## src/hdl/mmu_pkg.sv

```systemverilog
/*
 * shared definitions of the sv39 data-side translation unit:
 * widths, vector types, enums and exception cause codes
 */
`default_nettype none

package mmu_pkg;

    // --------------------
    // widths
    // --------------------
    localparam int unsigned VADDR_W     = 39;
    localparam int unsigned PADDR_W     = 56;
    // three 9-bit levels of virtual page number
    localparam int unsigned VPN_W       = 27;
    localparam int unsigned VPN_LVL_W   = 9;
    localparam int unsigned PPN_W       = 44;
    localparam int unsigned PAGE_OFFS_W = 12;
    localparam int unsigned ASID_W      = 4;

    // data tlb size of this build
    localparam int unsigned DTLB_ENTRIES = 4;
    localparam int unsigned DTLB_IDX_W   = (DTLB_ENTRIES > 1) ? $clog2(DTLB_ENTRIES) : 1;

    // --------------------
    // vector types
    // --------------------
    typedef logic [VADDR_W-1:0] vaddr_t;
    typedef logic [PADDR_W-1:0] paddr_t;
    typedef logic [VPN_W-1:0]   vpn_t;
    typedef logic [PPN_W-1:0]   ppn_t;
    typedef logic [ASID_W-1:0]  asid_t;

    // pte flags in risc-v order: d a g u x w r v
    typedef logic [7:0] pte_flags_t;

    // bit positions inside pte_flags_t
    localparam int unsigned FLAG_W = 2;
    localparam int unsigned FLAG_U = 4;
    localparam int unsigned FLAG_G = 5;
    localparam int unsigned FLAG_D = 7;

    // --------------------
    // enums
    // --------------------
    typedef enum logic [1:0] {
        PAGE_4K,
        PAGE_2M,
        PAGE_1G
    } page_size_t;

    // privilege encoding as in the privileged spec, no hypervisor level
    typedef enum logic [1:0] {
        PRIV_U = 2'd0,
        PRIV_S = 2'd1,
        PRIV_M = 2'd3
    } priv_lvl_t;

    // exception cause codes
    typedef logic [3:0] exc_cause_t;

    localparam exc_cause_t CAUSE_LOAD_PAGE_FAULT  = 4'd13;
    localparam exc_cause_t CAUSE_STORE_PAGE_FAULT = 4'd15;

endpackage

`default_nettype wire

```

## src/hdl/dtlb.sv

```systemverilog
/*
 * fully associative data tlb with combinational lookup,
 * asid/global match, 4k/2m/1g page matching and flush
 */
`timescale 1ns/1ps
`default_nettype none

module dtlb import mmu_pkg::*; #(
    parameter int unsigned TLB_ENTRIES = 4
) (
    input  wire                             clk_i,
    input  wire                             rst_ni,
    input  wire                             flush_i,
    // write port from the refill controller
    input  wire                             we_i,
    input  wire [$clog2(TLB_ENTRIES)-1:0]   widx_i,
    input  vpn_t                            wvpn_i,
    input  asid_t                           wasid_i,
    input  ppn_t                            wppn_i,
    input  pte_flags_t                      wflags_i,
    input  page_size_t                      wsize_i,
    // lookup port
    input  vaddr_t                          lu_vaddr_i,
    input  asid_t                           lu_asid_i,
    output logic [TLB_ENTRIES-1:0]          valid_o,
    output logic                            lu_hit_o,
    output ppn_t                            lu_ppn_o,
    output pte_flags_t                      lu_flags_o,
    output page_size_t                      lu_size_o
);

    // entry storage, only the valid bits are control state
    logic [TLB_ENTRIES-1:0] valid_q;
    vpn_t                   vpn_q   [TLB_ENTRIES];
    asid_t                  asid_q  [TLB_ENTRIES];
    ppn_t                   ppn_q   [TLB_ENTRIES];
    pte_flags_t             flags_q [TLB_ENTRIES];
    page_size_t             size_q  [TLB_ENTRIES];

    vpn_t                   lu_vpn;
    logic [TLB_ENTRIES-1:0] match;

    assign lu_vpn  = lu_vaddr_i[VADDR_W-1:PAGE_OFFS_W];
    assign valid_o = valid_q;

    // --------------------
    // lookup
    // --------------------
    always_comb begin
        for (int i = 0; i < TLB_ENTRIES; i++) begin
            match[i] = valid_q[i]
                && ((asid_q[i] == lu_asid_i) || flags_q[i][FLAG_G])
                // vpn[2] always compared
                && (vpn_q[i][3*VPN_LVL_W-1:2*VPN_LVL_W] == lu_vpn[3*VPN_LVL_W-1:2*VPN_LVL_W])
                // vpn[1] ignored on giga pages
                && ((size_q[i] == PAGE_1G)
                    || (vpn_q[i][2*VPN_LVL_W-1:VPN_LVL_W] == lu_vpn[2*VPN_LVL_W-1:VPN_LVL_W]))
                // vpn[0] only on 4k pages
                && ((size_q[i] != PAGE_4K)
                    || (vpn_q[i][VPN_LVL_W-1:0] == lu_vpn[VPN_LVL_W-1:0]));
        end
    end

    // lowest matching entry wins, so walk downwards and let later hits override
    always_comb begin
        lu_hit_o   = 1'b0;
        lu_ppn_o   = '0;
        lu_flags_o = '0;
        lu_size_o  = PAGE_4K;
        for (int i = TLB_ENTRIES - 1; i >= 0; i--) begin
            if (match[i]) begin
                lu_hit_o   = 1'b1;
                lu_ppn_o   = ppn_q[i];
                lu_flags_o = flags_q[i];
                lu_size_o  = size_q[i];
            end
        end
    end

    // --------------------
    // update
    // --------------------
    // flush beats a write in the same cycle
    always_ff @(posedge clk_i or negedge rst_ni) begin
        if (!rst_ni) begin
            valid_q <= '0;
        end else if (flush_i) begin
            valid_q <= '0;
        end else if (we_i) begin
            valid_q[widx_i] <= 1'b1;
        end
    end

    // payload of the selected entry
    always_ff @(posedge clk_i) begin
        if (we_i) begin
            vpn_q[widx_i]   <= wvpn_i;
            asid_q[widx_i]  <= wasid_i;
            ppn_q[widx_i]   <= wppn_i;
            flags_q[widx_i] <= wflags_i;
            size_q[widx_i]  <= wsize_i;
        end
    end

endmodule

`default_nettype wire

```

## src/hdl/tlb_refill_ctrl.sv

```systemverilog
/*
 * refill controller: picks the victim tlb entry for each refill,
 * lowest invalid entry first, else a round-robin pointer
 */
`timescale 1ns/1ps
`default_nettype none

module tlb_refill_ctrl import mmu_pkg::*; (
    input  wire                         clk_i,
    input  wire                         rst_ni,
    input  wire                         refill_i,
    input  wire                         flush_i,
    input  wire  [DTLB_ENTRIES-1:0]     entry_valid_i,
    output logic                        we_o,
    output logic [DTLB_IDX_W-1:0]       widx_o
);

    logic [DTLB_IDX_W-1:0] rr_q;
    logic [DTLB_IDX_W-1:0] free_idx;
    logic                  full;

    assign full = &entry_valid_i;

    // lowest invalid entry, downward scan so the smallest index is left
    always_comb begin
        free_idx = '0;
        for (int i = DTLB_ENTRIES - 1; i >= 0; i--) begin
            if (!entry_valid_i[i]) begin
                free_idx = DTLB_IDX_W'(i);
            end
        end
    end

    // a flush in the same cycle drops the refill
    assign we_o   = refill_i && !flush_i;
    assign widx_o = full ? rr_q : free_idx;

    // --------------------
    // round-robin pointer
    // --------------------
    // only moves when a refill has to evict a valid entry
    always_ff @(posedge clk_i or negedge rst_ni) begin
        if (!rst_ni) begin
            rr_q <= '0;
        end else if (we_o && full) begin
            if (rr_q == DTLB_IDX_W'(DTLB_ENTRIES - 1)) begin
                rr_q <= '0;
            end else begin
                rr_q <= rr_q + 1'b1;
            end
        end
    end

endmodule

`default_nettype wire

```

## src/hdl/ls_xlate_stage.sv

```systemverilog
/*
 * load/store translation stage: registers request and tlb result,
 * builds the physical address one cycle later and raises page faults
 */
`timescale 1ns/1ps
`default_nettype none

module ls_xlate_stage import mmu_pkg::*; (
    input  wire         clk_i,
    input  wire         rst_ni,
    input  wire         en_translation_i,
    // cycle 0 request
    input  wire         req_i,
    input  wire         is_store_i,
    input  vaddr_t      vaddr_i,
    // live status, sampled in cycle 1
    input  priv_lvl_t   priv_lvl_i,
    input  wire         sum_i,
    // cycle 0 lookup result from the tlb
    input  wire         lu_hit_i,
    input  ppn_t        lu_ppn_i,
    input  pte_flags_t  lu_flags_i,
    input  page_size_t  lu_size_i,
    // cycle 1 result
    output logic        valid_o,
    output paddr_t      paddr_o,
    output logic        exc_valid_o,
    output exc_cause_t  exc_cause_o,
    output vaddr_t      exc_tval_o
);

    // control part of the pipeline register
    logic       req_q;
    logic       hit_q;
    // payload part
    logic       is_store_q;
    vaddr_t     vaddr_q;
    ppn_t       ppn_q;
    pte_flags_t flags_q;
    page_size_t size_q;

    logic       access_err;
    logic       fault;

    // --------------------
    // pipeline register
    // --------------------
    always_ff @(posedge clk_i or negedge rst_ni) begin
        if (!rst_ni) begin
            req_q <= 1'b0;
            hit_q <= 1'b0;
        end else begin
            req_q <= req_i;
            hit_q <= lu_hit_i;
        end
    end

    always_ff @(posedge clk_i) begin
        is_store_q <= is_store_i;
        vaddr_q    <= vaddr_i;
        ppn_q      <= lu_ppn_i;
        flags_q    <= lu_flags_i;
        size_q     <= lu_size_i;
    end

    // --------------------
    // address
    // --------------------
    always_comb begin
        if (en_translation_i) begin
            // 4k page by default
            paddr_o = {ppn_q, vaddr_q[PAGE_OFFS_W-1:0]};
            // mega page keeps vpn[0] from the virtual address
            if (size_q == PAGE_2M) begin
                paddr_o[20:12] = vaddr_q[20:12];
            end
            // giga page keeps vpn[1] and vpn[0]
            if (size_q == PAGE_1G) begin
                paddr_o[29:12] = vaddr_q[29:12];
            end
        end else begin
            // bare mode, zero extended
            paddr_o = PADDR_W'(vaddr_q);
        end
    end

    // --------------------
    // permission checks
    // --------------------
    // supervisor touching a user page without sum, or user touching a non-user page
    assign access_err = ((priv_lvl_i == PRIV_S) && !sum_i && flags_q[FLAG_U])
                     || ((priv_lvl_i == PRIV_U) && !flags_q[FLAG_U]);

    // stores also need w set and d already set
    assign fault = is_store_q ? (!flags_q[FLAG_W] || !flags_q[FLAG_D] || access_err)
                              : access_err;

    // a miss gives no valid strobe when translating
    assign valid_o     = en_translation_i ? (req_q && hit_q) : req_q;
    assign exc_valid_o = en_translation_i && req_q && hit_q && fault;
    assign exc_cause_o = is_store_q ? CAUSE_STORE_PAGE_FAULT : CAUSE_LOAD_PAGE_FAULT;
    // faulting virtual address
    assign exc_tval_o  = vaddr_q;

endmodule

`default_nettype wire

```

## src/hdl/dmmu_top.sv

```systemverilog
/*
 * data-side sv39 mmu: refill controller, data tlb and
 * load/store translation stage
 */
`timescale 1ns/1ps
`default_nettype none

module dmmu_top import mmu_pkg::*; (
    input  wire         clk_i,
    input  wire         rst_ni,
    // status from the csr file
    input  wire         en_translation_i,
    input  priv_lvl_t   priv_lvl_i,
    input  wire         sum_i,
    input  asid_t       asid_i,
    input  wire         flush_i,
    // load/store request
    input  wire         req_i,
    input  wire         is_store_i,
    input  vaddr_t      vaddr_i,
    // refill strobe, stands in for a page table walker
    input  wire         refill_i,
    input  vpn_t        refill_vpn_i,
    input  asid_t       refill_asid_i,
    input  ppn_t        refill_ppn_i,
    input  pte_flags_t  refill_flags_i,
    input  page_size_t  refill_size_i,
    // cycle 0
    output logic        dtlb_hit_o,
    // cycle 1
    output logic        valid_o,
    output paddr_t      paddr_o,
    output logic        exc_valid_o,
    output exc_cause_t  exc_cause_o,
    output vaddr_t      exc_tval_o
);

    logic                    entry_we;
    logic [DTLB_IDX_W-1:0]   entry_idx;
    logic [DTLB_ENTRIES-1:0] entry_valid;

    logic                    lu_hit;
    ppn_t                    lu_ppn;
    pte_flags_t              lu_flags;
    page_size_t              lu_size;

    // always ready when translation is off
    assign dtlb_hit_o = lu_hit || !en_translation_i;

    // --------------------
    // victim selection
    // --------------------
    tlb_refill_ctrl tlb_refill_ctrl_i (
        .clk_i         (clk_i),
        .rst_ni        (rst_ni),
        .refill_i      (refill_i),
        .flush_i       (flush_i),
        .entry_valid_i (entry_valid),
        .we_o          (entry_we),
        .widx_o        (entry_idx)
    );

    dtlb #(
        .TLB_ENTRIES (DTLB_ENTRIES)
    ) dtlb_i (
        .clk_i      (clk_i),
        .rst_ni     (rst_ni),
        .flush_i    (flush_i),
        .we_i       (entry_we),
        .widx_i     (entry_idx),
        .wvpn_i     (refill_vpn_i),
        .wasid_i    (refill_asid_i),
        .wppn_i     (refill_ppn_i),
        .wflags_i   (refill_flags_i),
        .wsize_i    (refill_size_i),
        .lu_vaddr_i (vaddr_i),
        .lu_asid_i  (asid_i),
        .valid_o    (entry_valid),
        .lu_hit_o   (lu_hit),
        .lu_ppn_o   (lu_ppn),
        .lu_flags_o (lu_flags),
        .lu_size_o  (lu_size)
    );

    // --------------------
    // translation stage
    // --------------------
    ls_xlate_stage ls_xlate_stage_i (
        .clk_i            (clk_i),
        .rst_ni           (rst_ni),
        .en_translation_i (en_translation_i),
        .req_i            (req_i),
        .is_store_i       (is_store_i),
        .vaddr_i          (vaddr_i),
        .priv_lvl_i       (priv_lvl_i),
        .sum_i            (sum_i),
        .lu_hit_i         (lu_hit),
        .lu_ppn_i         (lu_ppn),
        .lu_flags_i       (lu_flags),
        .lu_size_i        (lu_size),
        .valid_o          (valid_o),
        .paddr_o          (paddr_o),
        .exc_valid_o      (exc_valid_o),
        .exc_cause_o      (exc_cause_o),
        .exc_tval_o       (exc_tval_o)
    );

endmodule

`default_nettype wire

```

## config.mk

```make
export PLATFORM = sky130hd
export DESIGN_NAME = dmmu_top
export DESIGN_NICKNAME = d
export VERILOG_FILES = /design/src/hdl/mmu_pkg.sv /design/src/hdl/dtlb.sv /design/src/hdl/tlb_refill_ctrl.sv /design/src/hdl/ls_xlate_stage.sv /design/src/hdl/dmmu_top.sv
export SDC_FILE = /design/constraint.sdc
export NUM_CORES = 1
export LEC_CHECK = 0
export ABC_AREA = 1
export BUFFER_PORTS_ARGS = -buffer_cell sky130_fd_sc_hd__buf_2
export CORE_MARGIN = 2
export CORE_UTILIZATION = 59
export CTS_CLUSTER_SIZE = 20
export DETAILED_ROUTE_END_ITERATION = 8
export PLACE_DENSITY = 0.82
export SLEW_MARGIN = 10
export SYNTH_ARGS = -nofsm -noshare
export SYNTH_HDL_FRONTEND = slang
export SYNTH_SLANG_ARGS = --single-unit
```

## constraint.sdc

```tcl
create_clock -name clk_i -period 10.4 [get_ports clk_i]
set_clock_uncertainty 0.05 [all_clocks]
set_input_delay 1.56 -clock clk_i [delete_from_list [all_inputs] [get_ports clk_i]]
set_output_delay 1.56 -clock clk_i [all_outputs]
set_load 0.02 [all_outputs]
```

==> summary.md, run 1 <==
| Metric | Value |
|---|---|
| Outcome | completed |
| Post-synth cell types | 34 |
| # clock sinks | between 400 and 500 |
| Final core occ | 0.696 |
| Fin nets | about 1800 |
| Setup bufs post-CTS | 0 |
| Crit path DAT | slightly below 4000 ps |
| Placed cells | between 2000 and 2500 |
| Ys Warns | 0 |
| Share of layout cells above drive strength 1 | 0.194 |
| Kind of critical path | input pin to output port |
| CTS tree | yes |
| Final Non-Filler Cells | around 2100 |
| Worst-case clock buffer depth | 3 |
| Core area | roughly 28000 µm² |
| H-tree level count | 2 |
| Pwr per Cell Area | about 180 nW/µm² |
| Row cnt | between 60 and 70 |
| Final period util | 0.535 |
| Sw Share | 0.208 |
| Synth top area share | 0.583 |
| Area leader, netlist | edfxtp_1 |
| Slew @ Worst Pin | approximately 1100 ps |
| DR iter-0 viols | 960 |
| Die Width | around 170 µm |
| Worst skew pair latency | 530 ps |
| Most frequent cells in the layout | 324 x edfxtp_1, 304 x nor2_1, 292 x nand2_1, 232 x buf_2, 116 x inv_1 |
| Wirelength per Cell | 17.6 µm |
| GRT Total Usage | 0.250 |
| Critical Path RT | between 8000 and 9000 ps |
| Starting Density | 0.599 |
| HP Class | flip-flop to flip-flop |
| Clk Tree Root Cell | clkbuf_16 |
| Remaining antenna violation count | 0 |
| Clock period minus worst slack | 5560 ps |
| Placed inst area | approximately 18000 µm² |
| CTS Hold Bufs | 0 |
| Synthesized cell area | approximately 17000 µm² |
| Vias in the first global route | between 10000 and 15000 |
| Total power | 3.42 mW |
| DRC viols | 0 |
| Syn_area_per_cell | between 10 and 15 µm² |
| Final std cell area, no fill | 19400 µm² |
| Die ar. | about 30000 µm² |
| Crit Path Max Fanout | 30 |
| Synth top area cells | edfxtp_1 58%, dfxtp_1 11%, nor2_1 6.9% |
| Area delta synth->final | 16.1% |
| Gr ovfl total | 0 |
| P_int | between 2 and 3 mW |
| Maximum clock rate | about 180 MHz |
| Sequential share of power | 0.544 |
| Psw | 0.711 mW |
| Maxcap violations | 0 |
| Rel. slew slack | 0.266 |
| Total detailed-routing wirelength | 37300 µm |
| Via/cell ratio | around 5.3 |
| Post-Syn Instances | 1487 |
| Pin count of the biggest net entering global routing | 100 |
| Pins Over Slew Limit | 0 |
| Max VDD drop | between 0.0001 and 0.00015 V |
| Global-route wire length before repair | between 50000 and 60000 µm |
| Final HPWL DP | around 22000 µm |
| Total CTS buffers | 42 |
| Die Height | ~170 µm |
| Leakage | ~8 nW |
| TritonRoute pass-1 iters | 5 |
| Comb pwr share | 0.048 |
| Final setup violating endpoints | 0 |
| Routed vias | between 10000 and 15000 |
| CP endpoint kind | output port |
| Clock share of power | 0.408 |
| Most common cell after layout, fill and taps aside | edfxtp_1 |
| Buffers on Ports | between 200 and 250 |
| Synth Register Bits | ~420 |
| Final Hold Viols | 0 |
| Sequential element share of the synthesized area | 0.701 |
| CP Launch Type | input pin |
| Clock-pin slew on the worst setup and hold paths | about 60 ps |
| Num ports | 240 |
| Antenna violations before repair | 10 |
| Setup TNS Final | 0 ps |
| RSZ-0062 raised after global routing | false |
| Post_cts resized | 0 |
| Fillers | 1934 |
| Routability cong. | about 0.85 |
==> metal layers <==
layer | vias up | GRT usage | part of all wire
met2 | 525 | 0.413 | 0.47
met4 | 12 | 0.0928 | 0.028
li1 | 5310 | - | -
met1 | 5326 | 0.324 | 0.40
met5 | - | 0 | 0.0021
met3 | 95 | 0.0595 | 0.091
==> path summary, 6_finish.rpt <==
path,slack (ps),cells after the start,to,startpoint
min in group asynchronous,820,1,dtlb_i.valid_o[3],rst_ni
setup / recovery,4840,7,paddr_o[18],en_translation_i
max in group asynchronous,9290,1,tlb_refill_ctrl_i.rr_q[1],rst_ni
setup reg to reg,7100,6,dtlb_i.ppn_q[2][9],dtlb_i.valid_o[1]
hold / removal,430,2,ls_xlate_stage_i.ppn_q[0],dtlb_i.ppn_q[0][0]
hold reg to reg,430,2,ls_xlate_stage_i.ppn_q[0],dtlb_i.ppn_q[0][0]
==> critical path: stages <==
cell and delay [ps]:
buf_2 100, buf_4 260, o21ai_2 300, clkinv_1 520
nand2_1 620, mux2_2 420, buf_2 160
==> power groups by stage <==
stage | Sequential [mW] | Combinational (mW) | Clock, mW
global placement | 1.90 | 0.159 | 0
CTS | 1.86 | 0.165 | 1.41
detailed placement | 1.90 | 0.164 | 0
finish | 1.86 | 0.165 | 1.40
floorplan | 1.91 | 0.0783 | 0
global route | 1.86 | 0.180 | 1.48
==> Yosys cell counts <==
master and number:
dfxtp_1 89, buf_6 4, inv_2 2, nand2_1 294, or2_0 1, nor3b_1 1, o21ai_0 6, clkinv_1 2
edfxtp_1 324, nand4_1 49, nor3_1 11, buf_1 5, o211ai_1 1, or2_2 7, a21oi_1 52, conb_1 1
nand3_2 2, buf_2 26, xnor2_1 55, nand3_1 24, mux2_2 10, nor2_1 309, clkbuf_1 21, inv_1 116
dfrtp_1 8, and2_1 1, buf_4 16, xor2_1 39, nor2_2 1, clkbuf_2 4, ha_1 1, o22ai_1 3
nand3b_1 1, o21ai_2 1
==> area by class of cell <==
cell class                      count  area (µm²)  share of cell area
Sequential cell                   421       11700               0.604
Multi-Input combinational cell    872        4190               0.216
Timing Repair Buffer              246        1270              0.0653
Clock buffer                       60        1210              0.0624
Tap cell                          378         473              0.0244
Inverter                          120         450              0.0232
Clock inverter                     16        77.6             0.00400
Antenna cell                        5        12.5            0.000645
==> registers in the layout (all words and copies together) (netlist names), 3 cells and up <==
signal and cells:
dtlb_i.asid_q 16, dtlb_i.flags_q 16, dtlb_i.ppn_q 176, dtlb_i.size_q 8, dtlb_i.valid_o 4, dtlb_i.vpn_q 108
ls_xlate_stage_i.exc_tval_o 39, ls_xlate_stage_i.flags_q 3, ls_xlate_stage_i.ppn_q 44
==> through the flow <==
step	hold slack, ps	worst slack (ps)
2_1_floorplan	411	2340
3_3_place_gp	417	4930
3_5_place_dp	423	4860
4_1_cts	435	4840
5_1_grt	467	4750
6_report	433	4840
==> cells by family after synthesis <==
family | Yosys count | synth area share
buf+inv | 196 | 0.0517
flops | 421 | 0.701
simple gates | 701 | 0.170
mux | 10 | 0.00675
fa+ha+maj | 1 | 0.000749
other cells | 1 | 0.000225
compound gates | 63 | 0.0195
xor+xnor | 94 | 0.0493
No activity file was read; power rests on OpenSTA's default activity.
==> run 2, diff against run 1 <==
--- a/config.mk
+++ b/config.mk
@@ -8,10 +8,10 @@
 export ABC_AREA = 1
 export BUFFER_PORTS_ARGS = -buffer_cell sky130_fd_sc_hd__buf_2
 export CORE_MARGIN = 2
-export CORE_UTILIZATION = 59
+export CORE_UTILIZATION = 57
 export CTS_CLUSTER_SIZE = 20
 export DETAILED_ROUTE_END_ITERATION = 8
-export PLACE_DENSITY = 0.82
+export PLACE_DENSITY = 0.8
 export SLEW_MARGIN = 10
 export SYNTH_ARGS = -nofsm -noshare
 export SYNTH_HDL_FRONTEND = slang
==> constraint.sdc (replaced) <==
create_clock -name clk_i -period 5.4 [get_ports clk_i]
set_clock_uncertainty 0.05 [all_clocks]
set_input_delay 0.81 -clock clk_i [delete_from_list [all_inputs] [get_ports clk_i]]
set_output_delay 0.81 -clock clk_i [all_outputs]
set_load 0.02 [all_outputs]
==> run 2 against run 1 <==
Against the previous run:
- global-route usage is 0.84 points lower
- via count decreased by 0.83%
- largest power group unchanged
- first-iteration DRC count increased by 15%
- worst setup slack lost 3400 ps
- worst hold slack worse by 360 ps
- utilization shrank 1.7 points
- cell area up 0.84%
- wire length down 0.39%
- die area rose by 3.4%
- sequential power grew 93%
- register-to-register slack got worse by 5000 ps
- clock-buffer cell count grew 2
==> summary.md, run 2 (synthesized netlist as in run 1, its figures left out) <==
| Metric | Value |
|---|---|
| Pwr per Cell Area | 348 nW/µm² (+97%) |
| WHS | 77.1 ps (-356 ps) |
| Gr ovfl total | 0 (unchanged) |
| Clock-pin slew on the worst setup and hold paths | 60 ps (about the same) |
| Row cnt | 62 (+1.6%) |
| Worst-case clock buffer depth | 3 (unchanged) |
| Remaining antenna violation count | 0 (unchanged) |
| Routability cong. | 0.865 (+2.0%) |
| Most frequent cells in the layout | 324 x edfxtp_1, 304 x nor2_1, 292 x nand2_1, 232 x buf_2, 116 x inv_1 |
| Top reg by flops | dtlb_i.ppn_q |
| GRT Total Usage | 0.241 (-0.00844) |
| Maximum clock rate | 250 MHz |
| CTS tree | yes |
| Num ports | 240 (unchanged) |
| H-tree level count | 2 (unchanged) |
| Crit Path Max Fanout | 30 (unchanged) |
| Final Hold Viols | 0 (unchanged) |
| Biggest registers after layout | dtlb_i.ppn_q (176), dtlb_i.vpn_q (108), ls_xlate_stage_i.ppn_q (44) |
| # clock sinks | 421 (unchanged) |
| Max reg flops | 176 (unchanged) |
| Die Height | 175 µm (+1.7%) |
| Vias in the first global route | 10900 (+0.31%) |
| Die Width | 175 µm (+1.7%) |
| CP endpoint kind | output port |
| Wirelength per Cell | 17.5 µm (-0.76%) |
| Worst skew pair latency | 530 ps (about the same) |
| Routed vias | 11200 (-0.83%) |
| Post_cts resized | 0 (unchanged) |
| Final setup violating endpoints | 0 (unchanged) |
| DRC viols | 0 (unchanged) |
| Starting Density | 0.580 (-0.0192) |
| Final HPWL DP | 22800 µm (+3.3%) |
| Fin nets | 1842 (unchanged) |
| Area delta synth->final | 17.1% |
| Crit path DAT | 3140 ps (-810 ps) |
| HP Class | input pin to asynchronous set/reset pin |
| Buffers on Ports | 232 (unchanged) |
| Most common cell after layout, fill and taps aside | edfxtp_1 |
| Total CTS buffers | 42 (unchanged) |
| Maxcap violations | 0 (unchanged) |
| Setup TNS Final | 0 ps (unchanged) |
| Total detailed-routing wirelength | 37100 µm (-0.39%) |
| Antenna violations before repair | 9 (-1) |
| TritonRoute pass-1 iters | 5 (unchanged) |
| Area of the multi-input gates | 4190 µm² (+0.15%) |
| CP Launch Type | input pin |
| RSZ-0062 raised after global routing | false |
| Via/cell ratio | 5.26 (-1.2%) |
| Fillers | 2051 (+6.0%) |
| Outcome | completed |
| Slew @ Worst Pin | 1110 ps (+11.6 ps) |
| Register area | 11700 µm² (unchanged) |
| Critical Path RT | 4540 ps (-4250 ps) |
| Rel. slew slack | 0.258 (-0.00777) |
| Pins Over Slew Limit | 0 (unchanged) |
| Share of layout cells above drive strength 1 | 0.196 (+0.00266) |
| Pin count of the biggest net entering global routing | 82 (-18%) |
| Kind of critical path | input pin to output port |
| Final period util | 0.741 |
| Die ar. | 30700 µm² (+3.4%) |
| CTS Hold Bufs | 0 (unchanged) |
| Setup bufs post-CTS | 0 (unchanged) |
| DR iter-0 viols | 1101 (+15%) |
| Core area | 28800 µm² (+3.3%) |
| Clk Tree Root Cell | clkbuf_16 |
| Global-route wire length before repair | 56800 µm (+1.4%) |
| Max VDD drop | 0.000304 V (+120%) |
| Clock period minus worst slack | 4000 ps |
| Leakage | 8.13 nW (+0.66%) |
-- run 2: cell types whose count changed in the layout (fill, tap and decap cells not counted), moves of 3 or more --
| cell | before | now |
|---|---|---|
| clkinvlp_4 | 0 | 3 |
| buf_4 | 14 | 11 |
| buf_12 | 0 | 3 |
| clkinv_1 | 10 | 5 |
| bufinv_16 | 0 | 3 |
-- run 2: layout make-up --
class,instances,share of cell area
clock buffer,62,0.0634
sequential,421,0.599
inverter,120,0.0230
multi-input combinational,872,0.215
clock inverter,16,0.00813
antenna,5,0.000640
timing repair buffer,246,0.0667
tap,384,0.0246
-- run 2: through the flow --
step	utilization	instance area, µm²	worst slack [ps]	cells	power, mW
6_report	0.679	19600	1400	2126	6.80
5_1_grt	0.679	19500	1280	2124	7.01
4_1_cts	0.679	19500	1340	2121	6.84
3_5_place_dp	0.630	18100	1350	2043	3.97
3_3_place_gp	0.630	18100	1360	2043	3.96
2_1_floorplan	-	16700	298	1489	3.83
-- run 2: report_power, final --
part	total [mW]	internal, mW	switching, mW	leakage (nW)
registers	3.59	3.56	0.0253	3.78
logic	0.319	0.110	0.208	3.67
clock network	2.89	1.74	1.16	0.680
total	6.80	5.41	1.39	8.13
-- run 2: final timing paths --
path	start	endpoint	slack, ps	depth (start not counted)
min in group clk_i	vaddr_i[7]	ls_xlate_stage_i.exc_tval_o[7]	330	1
worst min-delay path	rst_ni	tlb_refill_ctrl_i.rr_q[0]	80	1
worst max-delay path	en_translation_i	paddr_o[13]	1400	6
worst min register to register	dtlb_i.ppn_q[0][17]	ls_xlate_stage_i.ppn_q[17]	430	2
max in group asynchronous	rst_ni	ls_xlate_stage_i.req_q	5040	1
worst max register to register	dtlb_i.vpn_q[0][17]	ls_xlate_stage_i.ppn_q[26]	2080	8
-- run 2: worst max-delay path, stage by stage --
cell and delay, ps:
buf_2 330, o21ai_2 360, clkinv_1 480, nand2_1 550, mux2_2 410, buf_2 160
-- run 2: layer usage --
metal	up-vias	share of wire	GRT usage
met1	5253	0.40	0.316
li1	5304	-	-
met5	-	0.0016	0
met2	531	0.49	0.403
met4	8	0.024	0.0861
met3	78	0.087	0.0494
